<file path="src/source/pcie_cfg_settings.svh">
//~~~~~~~~~~~~~~~~~~~~~~~~~~~~~~~~~~~~~~~~~~~~~~~~~~~~~~~~~~
// PCIe config bridge settings
// Config bus addresses, field widths and BAR defaults
//~~~~~~~~~~~~~~~~~~~~~~~~~~~~~~~~~~~~~~~~~~~~~~~~~~~~~~~~~~
`ifndef PCIE_CFG_SETTINGS_SVH
`define PCIE_CFG_SETTINGS_SVH

// Bus widths
`define CFG_ADDR_WIDTH    4
`define CFG_DATA_WIDTH    32
`define BUSDEV_WIDTH      13
`define MSI_ADDR_WIDTH    64
`define RXM_DATA_WIDTH    64

// Config side-band addresses
`define CFG_ADDR_DEVCSR   4'h0     // Device control/status
`define CFG_ADDR_PRMCSR   4'h3     // Primary command/status
`define CFG_ADDR_MSI_LO0  4'h5     // MSI addr 11..0
`define CFG_ADDR_MSI_HI0  4'h6     // MSI addr 43..32
`define CFG_ADDR_MSI_LO1  4'h9     // MSI addr 31..12
`define CFG_ADDR_MSI_HI1  4'hB     // MSI addr 63..44
`define CFG_ADDR_MSI_CTRL 4'hD     // MSI and MSI-X control
`define CFG_ADDR_BUSDEV   4'hF     // Bus/device number and MSI data

// Avalon read masters, only BAR0 and BAR1 fitted by default
`define RXM_NUM_BARS      6
`define RXM_BAR_ENABLE    6'b000011

`define MASTER_ENA_BIT    2        // Bus master enable in command word

`endif

</file>
<file path="src/source/pcie_cfg_pkg.sv">
//~~~~~~~~~~~~~~~~~~~~~~~~~~~~~~~~~~~~~~~~~~~~~~~~~~~~~~~~~~
// PCIe config bridge types
// Vector types of the config and read-return paths
//~~~~~~~~~~~~~~~~~~~~~~~~~~~~~~~~~~~~~~~~~~~~~~~~~~~~~~~~~~
`include "pcie_cfg_settings.svh"

package pcie_cfg_pkg;

   // Config side-band bus from the hard IP
   typedef logic [`CFG_ADDR_WIDTH-1:0] cfg_addr_t;   // Config address
   typedef logic [`CFG_DATA_WIDTH-1:0] cfg_word_t;   // Config data word

   // Decoded config fields
   typedef logic [`BUSDEV_WIDTH-1:0]   busdev_t;     // Bus and device number

   // MSI enable, MSI-X control, primary command and MSI data
   typedef logic [15:0]                cfg_half_t;

   typedef logic [`MSI_ADDR_WIDTH-1:0] msi_addr_t;   // Full 64-bit MSI address

   // MSI view packed as master enable, MSI enable, data, address
   typedef logic [`MSI_ADDR_WIDTH+17:0] msi_intfc_t;

   // Read return from the per-BAR Avalon masters
   typedef logic [`RXM_DATA_WIDTH-1:0] rxm_data_t;   // Read data beat
   typedef logic [`RXM_NUM_BARS-1:0]   bar_mask_t;   // One bit per BAR

endpackage

</file>
<file path="src/source/cfg_bus_sampler.sv">
//~~~~~~~~~~~~~~~~~~~~~~~~~~~~~~~~~~~~~~~~~~~~~~~~~~~~~~~~~~
// Config bus sampler
// Syncs reset, captures the config bus after an address change
//~~~~~~~~~~~~~~~~~~~~~~~~~~~~~~~~~~~~~~~~~~~~~~~~~~~~~~~~~~
`timescale 1ns/100ps

module cfg_bus_sampler
(
   input  logic                    AvlClk_i,
   input  logic                    Rstn_i,
   input  pcie_cfg_pkg::cfg_addr_t cfg_addr_i,
   input  pcie_cfg_pkg::cfg_word_t cfg_ctl_i,
   output logic                    rst_sync_n_o,
   output pcie_cfg_pkg::cfg_addr_t cap_addr_o,
   output pcie_cfg_pkg::cfg_word_t cap_data_o
);

   import pcie_cfg_pkg::*;

   logic      rst_meta_n;       // First synchronizer stage
   logic      rst_sync_n;
   cfg_addr_t addr_r1;
   cfg_addr_t addr_r2;
   cfg_word_t data_r;
   logic      addr_change;
   logic      addr_change_d;
   logic      addr_strobe;

   // Reset release moved onto the Avalon clock two edges late
   always_ff @(posedge AvlClk_i or negedge Rstn_i)
   begin
      if (!Rstn_i)
      begin
         rst_meta_n <= 1'b0;
         rst_sync_n <= 1'b0;
      end
      else
      begin
         rst_meta_n <= 1'b1;
         rst_sync_n <= rst_meta_n;
      end
   end

   assign rst_sync_n_o = rst_sync_n;

   // Data word follows the bus
   always_ff @(posedge AvlClk_i)
   begin
      data_r <= cfg_ctl_i;
   end

   // Address pipe, change flag and the two-stage strobe delay
   always_ff @(posedge AvlClk_i or negedge rst_sync_n)
   begin
      if (!rst_sync_n)
      begin
         addr_r1       <= '0;
         addr_r2       <= '0;
         addr_change   <= 1'b0;
         addr_change_d <= 1'b0;
         addr_strobe   <= 1'b0;
      end
      else
      begin
         addr_r1       <= cfg_addr_i;
         addr_r2       <= addr_r1;
         addr_change   <= (addr_r1 != addr_r2);   // One cycle pulse per new address
         addr_change_d <= addr_change;
         addr_strobe   <= addr_change_d;          // Bus has settled by now
      end
   end

   // Capture registers load once per address change
   always_ff @(posedge AvlClk_i or negedge rst_sync_n)
   begin
      if (!rst_sync_n)
      begin
         cap_addr_o <= '0;
         cap_data_o <= '0;
      end
      else if (addr_strobe)
      begin
         cap_addr_o <= addr_r1;
         cap_data_o <= data_r;
      end
   end

endmodule

</file>
<file path="src/source/cfg_field_decoder.sv">
//~~~~~~~~~~~~~~~~~~~~~~~~~~~~~~~~~~~~~~~~~~~~~~~~~~~~~~~~~~
// Config field decoder
// Spreads captured config words into fields and output bank
//~~~~~~~~~~~~~~~~~~~~~~~~~~~~~~~~~~~~~~~~~~~~~~~~~~~~~~~~~~
`timescale 1ns/100ps
`include "pcie_cfg_settings.svh"

module cfg_field_decoder
(
   input  logic                     AvlClk_i,
   input  logic                     Rstn_i,
   input  logic                     rst_sync_n_i,
   input  pcie_cfg_pkg::cfg_addr_t  cap_addr_i,
   input  pcie_cfg_pkg::cfg_word_t  cap_data_i,
   output pcie_cfg_pkg::busdev_t    bus_dev_o,
   output pcie_cfg_pkg::cfg_word_t  dev_csr_o,
   output logic                     master_enable_o,
   output pcie_cfg_pkg::cfg_half_t  msi_control_o,
   output pcie_cfg_pkg::cfg_half_t  msix_control_o,
   output pcie_cfg_pkg::msi_intfc_t msi_intfc_o
);

   import pcie_cfg_pkg::*;

   // Decoded fields
   busdev_t   bus_dev;
   cfg_word_t dev_csr;
   cfg_half_t prm_csr;      // Primary command word
   cfg_half_t msi_ena;
   cfg_half_t msix_ctrl;
   cfg_half_t msi_data;
   msi_addr_t msi_addr;

   // Output bank copies not driven straight to a port
   cfg_half_t msi_data_q;
   msi_addr_t msi_addr_q;

   // Fields decode from the held capture word every cycle
   always_ff @(posedge AvlClk_i or negedge Rstn_i)
   begin
      if (!Rstn_i)
      begin
         bus_dev   <= '0;
         dev_csr   <= '0;
         prm_csr   <= '0;
         msi_ena   <= '0;
         msix_ctrl <= '0;
         msi_data  <= '0;
         msi_addr  <= '0;
      end
      else
      begin
         case (cap_addr_i)
            `CFG_ADDR_DEVCSR:  dev_csr <= {16'h0, cap_data_i[31:16]};
            `CFG_ADDR_PRMCSR:  prm_csr <= cap_data_i[23:8];
            `CFG_ADDR_MSI_LO0: msi_addr[11:0]  <= cap_data_i[31:20];
            `CFG_ADDR_MSI_LO1: msi_addr[31:12] <= cap_data_i[31:12];
            `CFG_ADDR_MSI_HI0: msi_addr[43:32] <= cap_data_i[31:20];
            `CFG_ADDR_MSI_HI1: msi_addr[63:44] <= cap_data_i[31:12];
            `CFG_ADDR_MSI_CTRL:
            begin
               msi_ena   <= cap_data_i[15:0];
               msix_ctrl <= cap_data_i[31:16];
            end
            `CFG_ADDR_BUSDEV:
            begin
               bus_dev  <= cap_data_i[12:0];
               msi_data <= cap_data_i[31:16];
            end
            default: ;             // Fields hold on an unused address
         endcase
      end
   end

   // Output bank on the synchronized reset
   always_ff @(posedge AvlClk_i or negedge rst_sync_n_i)
   begin
      if (!rst_sync_n_i)
      begin
         bus_dev_o       <= '0;
         dev_csr_o       <= '0;
         master_enable_o <= 1'b0;
         msi_control_o   <= '0;
         msix_control_o  <= '0;
         msi_data_q      <= '0;
         msi_addr_q      <= '0;
      end
      else
      begin
         bus_dev_o       <= bus_dev;
         dev_csr_o       <= dev_csr;
         master_enable_o <= prm_csr[`MASTER_ENA_BIT];
         msi_control_o   <= msi_ena;
         msix_control_o  <= msix_ctrl;
         msi_data_q      <= msi_data;
         msi_addr_q      <= msi_addr;
      end
   end

   // MSI view for the interrupt logic
   assign msi_intfc_o = {master_enable_o, msi_control_o[0], msi_data_q, msi_addr_q};

endmodule

</file>
<file path="src/source/bar_read_return.sv">
//~~~~~~~~~~~~~~~~~~~~~~~~~~~~~~~~~~~~~~~~~~~~~~~~~~~~~~~~~~
// BAR read return
// Merges read data from the per-BAR Avalon masters
//~~~~~~~~~~~~~~~~~~~~~~~~~~~~~~~~~~~~~~~~~~~~~~~~~~~~~~~~~~
`timescale 1ns/100ps
`include "pcie_cfg_settings.svh"

module bar_read_return
#(
   parameter pcie_cfg_pkg::bar_mask_t BAR_ENABLE = `RXM_BAR_ENABLE
)
(
   input  pcie_cfg_pkg::bar_mask_t rxm_read_data_valid_i,
   input  pcie_cfg_pkg::rxm_data_t rxm_read_data_0_i,
   input  pcie_cfg_pkg::rxm_data_t rxm_read_data_1_i,
   input  pcie_cfg_pkg::rxm_data_t rxm_read_data_2_i,
   input  pcie_cfg_pkg::rxm_data_t rxm_read_data_3_i,
   input  pcie_cfg_pkg::rxm_data_t rxm_read_data_4_i,
   input  pcie_cfg_pkg::rxm_data_t rxm_read_data_5_i,
   output logic                    txs_read_data_valid_o,
   output pcie_cfg_pkg::rxm_data_t txs_read_data_o
);

   import pcie_cfg_pkg::*;

   bar_mask_t valid_masked;                 // Valids of fitted BARs only
   rxm_data_t bar_data [`RXM_NUM_BARS];

   assign bar_data[0] = rxm_read_data_0_i;
   assign bar_data[1] = rxm_read_data_1_i;
   assign bar_data[2] = rxm_read_data_2_i;
   assign bar_data[3] = rxm_read_data_3_i;
   assign bar_data[4] = rxm_read_data_4_i;
   assign bar_data[5] = rxm_read_data_5_i;

   // Absent BARs never report data
   assign valid_masked = rxm_read_data_valid_i & BAR_ENABLE;

   assign txs_read_data_valid_o = |valid_masked;

   // Only a single source passes, a collision returns zero
   always_comb
   begin
      txs_read_data_o = '0;
      if ($onehot(valid_masked))
      begin
         for (int i = 0; i < `RXM_NUM_BARS; i++)
         begin
            if (valid_masked[i])
            begin
               txs_read_data_o = bar_data[i];
            end
         end
      end
   end

endmodule

</file>
<file path="src/source/pcie_cfg_bridge.sv">
//~~~~~~~~~~~~~~~~~~~~~~~~~~~~~~~~~~~~~~~~~~~~~~~~~~~~~~~~~~
// PCIe to Avalon bridge, config side-band and read return
//~~~~~~~~~~~~~~~~~~~~~~~~~~~~~~~~~~~~~~~~~~~~~~~~~~~~~~~~~~
`timescale 1ns/100ps
`include "pcie_cfg_settings.svh"

module pcie_cfg_bridge
#(
   parameter pcie_cfg_pkg::bar_mask_t BAR_ENABLE = `RXM_BAR_ENABLE   // Fitted BARs
)
(
   input  logic                     AvlClk_i,
   input  logic                     Rstn_i,

   // Config side-band from the hard IP
   input  pcie_cfg_pkg::cfg_addr_t  cfg_addr_i,
   input  pcie_cfg_pkg::cfg_word_t  cfg_ctl_i,

   // Decoded config view
   output pcie_cfg_pkg::busdev_t    bus_dev_o,
   output pcie_cfg_pkg::cfg_word_t  dev_csr_o,
   output logic                     master_enable_o,
   output pcie_cfg_pkg::cfg_half_t  msi_control_o,
   output pcie_cfg_pkg::cfg_half_t  msix_control_o,
   output pcie_cfg_pkg::msi_intfc_t msi_intfc_o,

   // Read return from the Avalon masters
   input  pcie_cfg_pkg::bar_mask_t  rxm_read_data_valid_i,
   input  pcie_cfg_pkg::rxm_data_t  rxm_read_data_0_i,
   input  pcie_cfg_pkg::rxm_data_t  rxm_read_data_1_i,
   input  pcie_cfg_pkg::rxm_data_t  rxm_read_data_2_i,
   input  pcie_cfg_pkg::rxm_data_t  rxm_read_data_3_i,
   input  pcie_cfg_pkg::rxm_data_t  rxm_read_data_4_i,
   input  pcie_cfg_pkg::rxm_data_t  rxm_read_data_5_i,
   output logic                     txs_read_data_valid_o,
   output pcie_cfg_pkg::rxm_data_t  txs_read_data_o
);

   import pcie_cfg_pkg::*;

   logic      rst_sync_n;    // Reset for capture and output bank
   cfg_addr_t cap_addr;
   cfg_word_t cap_data;

   // Stage 1, sample the config bus
   cfg_bus_sampler u_sampler
   (
      .AvlClk_i     (AvlClk_i),
      .Rstn_i       (Rstn_i),
      .cfg_addr_i   (cfg_addr_i),
      .cfg_ctl_i    (cfg_ctl_i),
      .rst_sync_n_o (rst_sync_n),
      .cap_addr_o   (cap_addr),
      .cap_data_o   (cap_data)
   );

   // Stages 2 and 3, field decode and output bank
   cfg_field_decoder u_decoder
   (
      .AvlClk_i        (AvlClk_i),
      .Rstn_i          (Rstn_i),
      .rst_sync_n_i    (rst_sync_n),
      .cap_addr_i      (cap_addr),
      .cap_data_i      (cap_data),
      .bus_dev_o       (bus_dev_o),
      .dev_csr_o       (dev_csr_o),
      .master_enable_o (master_enable_o),
      .msi_control_o   (msi_control_o),
      .msix_control_o  (msix_control_o),
      .msi_intfc_o     (msi_intfc_o)
   );

   bar_read_return #(
      .BAR_ENABLE (BAR_ENABLE)
   ) u_read_return
   (
      .rxm_read_data_valid_i (rxm_read_data_valid_i),
      .rxm_read_data_0_i     (rxm_read_data_0_i),
      .rxm_read_data_1_i     (rxm_read_data_1_i),
      .rxm_read_data_2_i     (rxm_read_data_2_i),
      .rxm_read_data_3_i     (rxm_read_data_3_i),
      .rxm_read_data_4_i     (rxm_read_data_4_i),
      .rxm_read_data_5_i     (rxm_read_data_5_i),
      .txs_read_data_valid_o (txs_read_data_valid_o),
      .txs_read_data_o       (txs_read_data_o)
   );

endmodule

</file>
<file path="config.mk">
export PLATFORM = sky130hd
export DESIGN_NAME = pcie_cfg_bridge
export DESIGN_NICKNAME = d
export VERILOG_FILES = /design/src/source/pcie_cfg_pkg.sv /design/src/source/cfg_bus_sampler.sv /design/src/source/cfg_field_decoder.sv /design/src/source/bar_read_return.sv /design/src/source/pcie_cfg_bridge.sv
export VERILOG_INCLUDE_DIRS = /design/src /design/src/source
export SDC_FILE = /design/constraint.sdc
export NUM_CORES = 1
export LEC_CHECK = 0
export BUFFER_PORTS_ARGS = -buffer_cell sky130_fd_sc_hd__buf_4
export CAP_MARGIN = 5
export CORE_AREA = 2 2 255 257
export CTS_BUF_LIST = sky130_fd_sc_hd__clkbuf_4 sky130_fd_sc_hd__clkbuf_8
export CTS_CLUSTER_DIAMETER = 30
export DETAILED_ROUTE_END_ITERATION = 12
export DIE_AREA = 0 0 257 259
export PLACE_DENSITY = 0.38
export SETUP_SLACK_MARGIN = 0.02
export SYNTH_ARGS = -nofsm -noshare
export SYNTH_HDL_FRONTEND = slang
export SYNTH_HIERARCHICAL = 1
export SYNTH_SLANG_ARGS = --single-unit
</file>
<file path="constraint.sdc">
create_clock -name AvlClk_i -period 10.6 [get_ports AvlClk_i]
set_input_delay 1.06 -clock AvlClk_i [delete_from_list [all_inputs] [get_ports AvlClk_i]]
set_output_delay 1.06 -clock AvlClk_i [all_outputs]
set_load 0.01 [all_outputs]
</file>
==> impl_metrics.py, run 1 <==
metrics = {
    "place": {
        "detailedPlacementHpwl_um": 26300,
        "gp_congestion": 0.732,
        "dp_worst_setup_slack_ps": 5520,
        "place.port_buffers": 376,
    },
    "cts": {
        "clock_sinks": 365,
        "post_cts_resize_count": 0,
        "post-cts-setup-buffers": 0,
        "postCtsHoldBufs": 0,
        "cts_inserted_buffers": 88,
        "cts-root-to-sink-buffers": 3,
        "path_clk_slew_ps": 60,
        "cts_tree": "built",
        "cts_root_buffer": "sky130_fd_sc_hd__clkbuf_8",
        "htree_levels": 3,
        "clock_latency_reported_for_the_late_side_of_the_worst_skew_pair_ps": 650,
    },
    "timing": {
        "total_setup_violations_reported_at_the_end_of_the_flow": 0,
        "setup_ws_ps": 5500,
        "slew-limit-headroom_pct": 19.3,
        "final_min_period_ps": 5100,
        "finalHoldViolCount": 0,
        "rsz0062_at_grt": "no",
        "setup-tns-final_ps": 0,
        "fmax_mhz": 196,
        "final-max-slew-violation-count": 0,
        "layout_worst_path_cycle_share_pct": 48.1,
        "max_slew.worst_pin.slew_ps": 1210,
        "timing.clock.skew_ps": 36.2,
    },
    "critical_path": {
        "cp-startpoint": "rxm_read_data_valid_i[1]",
        "timing.critical_path.fanout_max": 66,
        "cp_top_family": "adder cells",
        "worst-r2r-setup-slack_ps": 7900,
        "worst_path_max_delay_cell": "sky130_fd_sc_hd__ha_2",
        "cp.buffers_inverters": 3,
        "critical_path_required_ps": 9540,
        "critical_path.most_common_cell": "sky130_fd_sc_hd__buf_4",
        "critPathCaptureType": "output port",
        "critical_path.cell_chain": "buf_4, inv_1, ha_2, and2_2, a32o_1, buf_4",
        "worst_ep_arrival_time_ps": 4040,
        "critPathKind": "input pin to output port",
        "worst_setup_path_start_kind": "input pin",
        "timing.rr.start": "u_sampler/rst_sync_n_o",
        "critPathMaxStageDelay_ps": 1140,
    },
    "die": {
        "floorplan.die.width_um": 257,
        "core_area_um2": 63900,
        "die_y_um": 259,
        "top_level_ports": 653,
        "initial_utilization_pct": 19.5,
        "rows": 93,
        "dieArea_um2": 66600,
    },
    "drt": {
        "drt_iter0_drc": 220,
        "first_pass_iters": 4,
        "via_count": 7539,
        "vias_per_cell": 3.67,
        "route.antenna.remaining_nets": 0,
        "postRouteWirelength_um": 38900,
        "drt-wirelength-per-cell_um": 19.0,
        "route.detailed.drc": 0,
    },
    "final_layout": {
        "nFillCells": 6548,
        "final_cell_mix": "384 x sky130_fd_sc_hd__buf_4, 331 x sky130_fd_sc_hd__dfrtp_1, 148 x sky130_fd_sc_hd__mux2_2",
        "final_common_cell": "sky130_fd_sc_hd__buf_4",
        "post_route_cells_drive_above_1_share_pct": 65.3,
        "layout-area-overhead-vs-synth_pct": 45.4,
        "fin_nets": 1548,
    },
    "synthesis": {
        "ys_seq_elements": 365,
        "yosysWarnings": 6,
        "synth_area_leader_cell": "sky130_fd_sc_hd__dfrtp_1",
        "sequential_share_of_the_synthesized_area_pct": 71.9,
        "synthesis.instances": 688,
        "share_of_the_synthesized_area_in_the_top_cell_type_pct": 66.8,
        "avgSynthCellArea_um2": 18.1,
        "synth_area_leaders": "sky130_fd_sc_hd__dfrtp_1 67%, sky130_fd_sc_hd__mux2_2 13%, sky130_fd_sc_hd__dfxtp_1 5.1%",
        "ys_types": 25,
        "synthesis.area_um2": 12500,
    },
    "pwr": {
        "power_per_cell_area_nw_per_um2": 259,
        "power.static_leakage_uw": 0.00861,
        "vdd_drop_max_uv": 69.0,
        "report.power.total_uw": 4700,
    },
    "min_path": {
        "hold_start": "u_sampler/addr_change",
        "hp-class": "flip-flop to flip-flop",
    },
    "global_routing": {
        "grt_max_degree": 87,
        "initial_antenna_violation_count": 3,
        "grt_first_pass_wirelength_um": 56400,
        "first_global_vias": 8448,
        "grt_overflow_total": 0,
        "track_usage_pct": 11.7,
    },
    "job": {
        "cap_viol_max_count": 0,
    },
    "run_status": {
        "run_status": "finished, final reports clean",
    },
}
## power breakdown
| group | internal, uW | switching (uW) | leakage [uW] |
|---|---|---|---|
| Combinational | 458 | 332 | 0.00328 |
| Clock | 1250 | 697 | 0.00108 |
| Sequential | 1780 | 187 | 0.00424 |
## per-stage QoR
| stage | cell area (um2) | utilization [%] | instances | hold WS, ps |
|---|---|---|---|---|
| 3_3_place_gp | 16000 | 25.1 | 1884 | 334 |
| 6_report | 18100 | 28.4 | 2052 | 346 |
| 2_1_floorplan | 12500 | - | 703 | 331 |
| 5_1_grt | 18100 | 28.4 | 2052 | 351 |
| 4_1_cts | 18100 | 28.4 | 2049 | 349 |
| 3_5_place_dp | 16000 | 25.1 | 1884 | 337 |
## final timing paths
check                      depth (start not counted)                          end
min in group asynchronous                          0  u_decoder/msix_control_o[4]
setup / recovery                                   6           txs_read_data_o[6]
hold / removal                                     0      u_sampler/addr_change_d
hold reg to reg                                    0      u_sampler/addr_change_d
setup reg to reg                                   2         u_sampler/addr_r2[1]
max in group asynchronous                          2         u_sampler/addr_r2[1]
## cells in the mapped netlist
library cell and n:
sky130_fd_sc_hd__mux2_4 30, sky130_fd_sc_hd__buf_4 20, sky130_fd_sc_hd__nand4b_1 2, sky130_fd_sc_hd__dfrtp_1 333, sky130_fd_sc_hd__ha_1 1, sky130_fd_sc_hd__and3_1 1, sky130_fd_sc_hd__nand4_1 2, sky130_fd_sc_hd__buf_2 18
sky130_fd_sc_hd__buf_12 3, sky130_fd_sc_hd__buf_6 10, sky130_fd_sc_hd__a41o_2 1, sky130_fd_sc_hd__clkbuf_1 2, sky130_fd_sc_hd__and4bb_2 3, sky130_fd_sc_hd__and2_1 1, sky130_fd_sc_hd__a32o_1 21, sky130_fd_sc_hd__xnor2_1 4
sky130_fd_sc_hd__conb_1 2, sky130_fd_sc_hd__a32o_2 42, sky130_fd_sc_hd__mux2_2 148, sky130_fd_sc_hd__dfxtp_1 32, sky130_fd_sc_hd__nor4bb_1 1, sky130_fd_sc_hd__nor4_4 1, sky130_fd_sc_hd__nor2b_1 1, sky130_fd_sc_hd__inv_1 3
sky130_fd_sc_hd__buf_8 6
## layout make-up
| type | count | area (um2) | area share, % |
|---|---|---|---|
| antenna | 3 | 7.51 | 0.0414 |
| tap | 855 | 1070 | 5.90 |
| multi-input combinational | 276 | 3050 | 16.8 |
| clock inverter | 42 | 553 | 3.05 |
| sequential | 365 | 8980 | 49.5 |
| timing repair buffer | 385 | 2890 | 15.9 |
| clock buffer | 123 | 1580 | 8.71 |
| inverter | 3 | 11.3 | 0.0621 |
## registers in the layout, summed over array words and instances, names as in the netlist, 4 cells and up
signal	flops
u_decoder/msix_control_o	16
u_decoder/bus_dev	13
u_sampler/data_r	32
u_decoder/dev_csr	16
u_sampler/addr_r2	4
u_decoder/msi_ena	16
u_decoder/msi_addr	64
u_decoder/msi_data_q	16
u_decoder/msi_addr_q	64
u_decoder/msi_data	16
u_sampler/cap_addr_o	4
u_decoder/bus_dev_o	13
u_sampler/cap_data_o	32
u_decoder/msix_ctrl	16
u_decoder/dev_csr_o	16
u_sampler/addr_r1	4
u_decoder/msi_control_o	16
## worst register-to-register path: stages (launching register included)
cell and delay (ps):
sky130_fd_sc_hd__dfrtp_4 980, sky130_fd_sc_hd__buf_4 850, sky130_fd_sc_hd__buf_4 830
## layer usage
metal	up-vias	GRT usage, %	part of all wire (%)
li1	3349	-	-
met1	3753	12.7	39
met2	366	20.3	50
met3	71	3.60	7.1
met4	0	6.28	4.0
met5	-	0	0
## cells by family after synthesis
kind of cell	Yosys count	share of synthesized area, %
fa+ha+maj	1	0.100
simple gates	12	0.943
flops	365	71.9
buf+inv	62	4.18
xor+xnor	4	0.281
other cells	2	0.0602
mux	178	17.0
compound gates	64	5.56
Note: power is estimated with default switching activity, not from simulation.
==> run 2, diff against run 1 <==
- ABC_AREA: unset -> 1
- CORE_AREA: 2 2 255 257 -> 2 2 257 259
- DIE_AREA: 0 0 257 259 -> 0 0 259 261
- PLACE_DENSITY: 0.38 -> 0.41
- clock period: 10.6 -> 4.6 ns (I/O delays scaled with it)
==> run 2 against run 1 <==
Compared with the run above: flip-flop and latch count did not move; register-to-register slack got worse by 5900 ps; largest power group unchanged; synthesized area rose by 7.6%; die area rose by 1.6%; critical path depth rose by 1; sequential power rose by 140%; utilization rose by 1.1 points; global-route usage rose by 1.2 points; combinational power rose by 140%; worst hold slack got worse by 17 ps; worst setup slack got worse by 4000 ps; power rose by 130%.
==> impl_metrics.py, run 2 <==
metrics = {
    "run_status": {
        "run_status": "finished, final reports clean",
    },
    "die": {
        "top_level_ports": 653,
        "floorplan.die.width_um": 259,
        "dieArea_um2": 67600,
        "rows": 94,
        "die_y_um": 261,
        "initial_utilization_pct": 20.6,
        "core_area_um2": 65000,
    },
    "critical_path": {
        "timing.critical_path.fanout_max": 65,
        "cp-startpoint": "rxm_read_data_valid_i[1]",
        "regToRegEndpoint": "u_decoder/msi_addr[13]",
        "worst-r2r-setup-slack_ps": 1970,
        "critPathCaptureType": "output port",
        "r2r.worst_path.cells": 5,
        "critical_path_required_ps": 4140,
        "critPathKind": "input pin to output port",
        "worst_path_max_delay_cell": "sky130_fd_sc_hd__buf_4",
        "timing.rr.start": "u_sampler/cap_addr_o[3]",
        "worst_ep_arrival_time_ps": 2610,
        "critical_path.cell_chain": "buf_4, inv_2, ha_1, inv_2, buf_12, a21oi_1, buf_4",
        "worst_setup_path_start_kind": "input pin",
        "critPathMaxStageDelay_ps": 510,
    },
    "cts": {
        "path_clk_slew_ps": 60,
        "htree_levels": 3,
        "post-cts-setup-buffers": 0,
        "clock_latency_reported_for_the_late_side_of_the_worst_skew_pair_ps": 640,
        "cts-root-to-sink-buffers": 3,
        "cts_tree": "built",
        "clock_sinks": 365,
        "cts_root_buffer": "sky130_fd_sc_hd__clkbuf_8",
        "cts_inserted_buffers": 82,
    },
    "synthesis": {
        "avgSynthCellArea_um2": 10.9,
        "ys.flop_type": "sky130_fd_sc_hd__dfrtp_1",
        "sequential_share_of_the_synthesized_area_pct": 66.8,
        "ys_seq_elements": 365,
        "synthesis.area_um2": 13400,
        "synth_async_sr_flop_share_pct": 91.2,
        "synth_area_leaders": "sky130_fd_sc_hd__dfrtp_1 62%, sky130_fd_sc_hd__nand2_1 12%, sky130_fd_sc_hd__dfxtp_1 4.8%",
        "share_of_the_synthesized_area_in_the_top_cell_type_pct": 62.1,
        "yosysWarnings": 6,
        "synthTopCellsByCount": "431 x sky130_fd_sc_hd__nand2_1, 333 x sky130_fd_sc_hd__dfrtp_1, 119 x sky130_fd_sc_hd__nand3_1, 58 x sky130_fd_sc_hd__nand3_2, 52 x sky130_fd_sc_hd__a21oi_2",
        "synth.most_common_cell": "sky130_fd_sc_hd__nand2_1",
        "ys_types": 22,
        "synthesis.instances": 1230,
        "synth_edf_count": 0,
        "synth_area_leader_cell": "sky130_fd_sc_hd__dfrtp_1",
    },
    "place": {
        "gp_congestion": 0.799,
        "placedInstanceArea_um2": 16900,
        "detailedPlacementHpwl_um": 30000,
        "dp_worst_setup_slack_ps": 1500,
        "place.port_buffers": 376,
    },
    "pwr": {
        "power_per_cell_area_nw_per_um2": 563,
        "report.power.total_uw": 10800,
        "vdd_drop_max_uv": 203,
        "power.static_leakage_uw": 0.00948,
    },
    "timing": {
        "timing.clock.skew_ps": 25.9,
        "setup_ws_ps": 1530,
        "setup-tns-final_ps": 0,
        "layout_worst_path_cycle_share_pct": 66.7,
        "slew-limit-headroom_pct": 22.6,
        "total_setup_violations_reported_at_the_end_of_the_flow": 0,
        "final-max-slew-violation-count": 0,
        "finalHoldViolCount": 0,
        "final_min_period_ps": 3070,
        "fmax_mhz": 326,
        "max_slew.worst_pin.slew_ps": 1160,
        "rsz0062_at_grt": "no",
    },
    "min_path": {
        "hold-path-endpoint": "u_sampler/addr_strobe",
        "worst_hold_path.num_cells": 0,
        "hold_start": "u_sampler/addr_change_d",
        "hp-class": "flip-flop to flip-flop",
    },
    "global_routing": {
        "grt_max_degree": 78,
        "track_usage_pct": 12.9,
        "initial_antenna_violation_count": 4,
        "first_global_vias": 10800,
        "grt_overflow_total": 0,
        "grt_first_pass_wirelength_um": 65600,
    },
    "drt": {
        "drt-wirelength-per-cell_um": 16.9,
        "vias_per_cell": 3.91,
        "postRouteWirelength_um": 44000,
        "route.detailed.drc": 0,
        "via_count": 10100,
        "first_pass_iters": 5,
        "route.antenna.remaining_nets": 0,
        "drt_iter0_drc": 439,
    },
    "final_layout": {
        "layout-area-overhead-vs-synth_pct": 42.8,
        "post_route_cells_drive_above_1_share_pct": 38.3,
        "reg_top3": "u_decoder/msi_addr x64, u_decoder/msi_addr_q x64",
        "fin_nets": 2096,
        "final_common_cell": "sky130_fd_sc_hd__nand2_1",
        "stdcell_area_um2": 19200,
        "post-route-util_pct": 29.5,
        "nFillCells": 6890,
        "final_cell_mix": "429 x sky130_fd_sc_hd__nand2_1, 388 x sky130_fd_sc_hd__buf_4, 331 x sky130_fd_sc_hd__dfrtp_1",
    },
    "job": {
        "cap_viol_max_count": 0,
    },
}
==> run 2: cell types whose count changed after synthesis, sizes merged, moves of 13 or more <==
cell | before | now
nand2 | 0 | 432
mux2 | 178 | 0
nand3 | 0 | 177
a21oi | 0 | 68
a32o | 63 | 0
inv | 3 | 50
o21ai | 0 | 32
buf | 57 | 81
nor2 | 0 | 13
==> run 2: worst max-delay path by stage <==
stage / depth (start not counted) / slack, ps / to
5_1_grt: 7 / 1350 / txs_read_data_o[4]
3_3_place_gp: 7 / 1480 / txs_read_data_o[4]
4_1_cts: 7 / 1490 / txs_read_data_o[4]
3_5_place_dp: 7 / 1500 / txs_read_data_o[4]
2_1_floorplan: 0 / 1450 / u_decoder/bus_dev_o[0]
6_report: 7 / 1530 / txs_read_data_o[5]
==> run 2: worst max-delay path: cells and delay by family <==
family	cells	cell delay, ps
fa+ha+maj	1	400
compound gates	1	140
buf+inv	5	1520
==> run 2: metal layers <==
layer  wire length, um  GRT usage (%)
met1             17700           15.0
met2             21500           21.9
met3              3560           4.05
met4              1210           5.49
met5                12              0
==> run 2: report_power, final <==
| part | switching [uW] | internal [uW] | total, uW |
|---|---|---|---|
| combinational | 997 | 929 | 1930 |
| clock | 1520 | 2690 | 4210 |
| sequential | 534 | 4130 | 4660 |
| total | 3060 | 7740 | 10800 |
==> run 2: repair_timing <==
action | CTS | global route
gates resized for setup | 0 | 0
endpoints found under the hold margin | 104 | 0
hold buffers | 37 | 0
==> run 2: kinds of logic (layout without fill, tap and decap cells) <==
kind of cell | count (synthesis) | after routing | synth area share, %
buffers and inverters | 140 | 624 | 6.56
adder cells (fa/ha/maj) | 1 | 1 | 0.0932
other | 2 | 19 | 0.0559
AO/OA/AOI/OAI | 100 | 100 | 5.18
flip-flops | 365 | 365 | 66.8
AND/OR/NAND/NOR | 622 | 622 | 21.3
==> run 2: layout make-up <==
type	instances	area (um2)	area share [%]
antenna	2	5.00	0.0261
clock buffer	106	1410	7.34
clock inverter	40	532	2.77
inverter	50	188	0.978
multi-input combinational	740	3660	19.1
sequential	365	8980	46.8
tap	864	1080	5.64
timing repair buffer	428	3330	17.4
==> run 2: through the flow <==
step	hold WS [ps]	std cells
floorplan	164	1245
global placement	334	2410
detailed placement	335	2410
CTS	337	2593
global route	338	2595
finish	330	2595
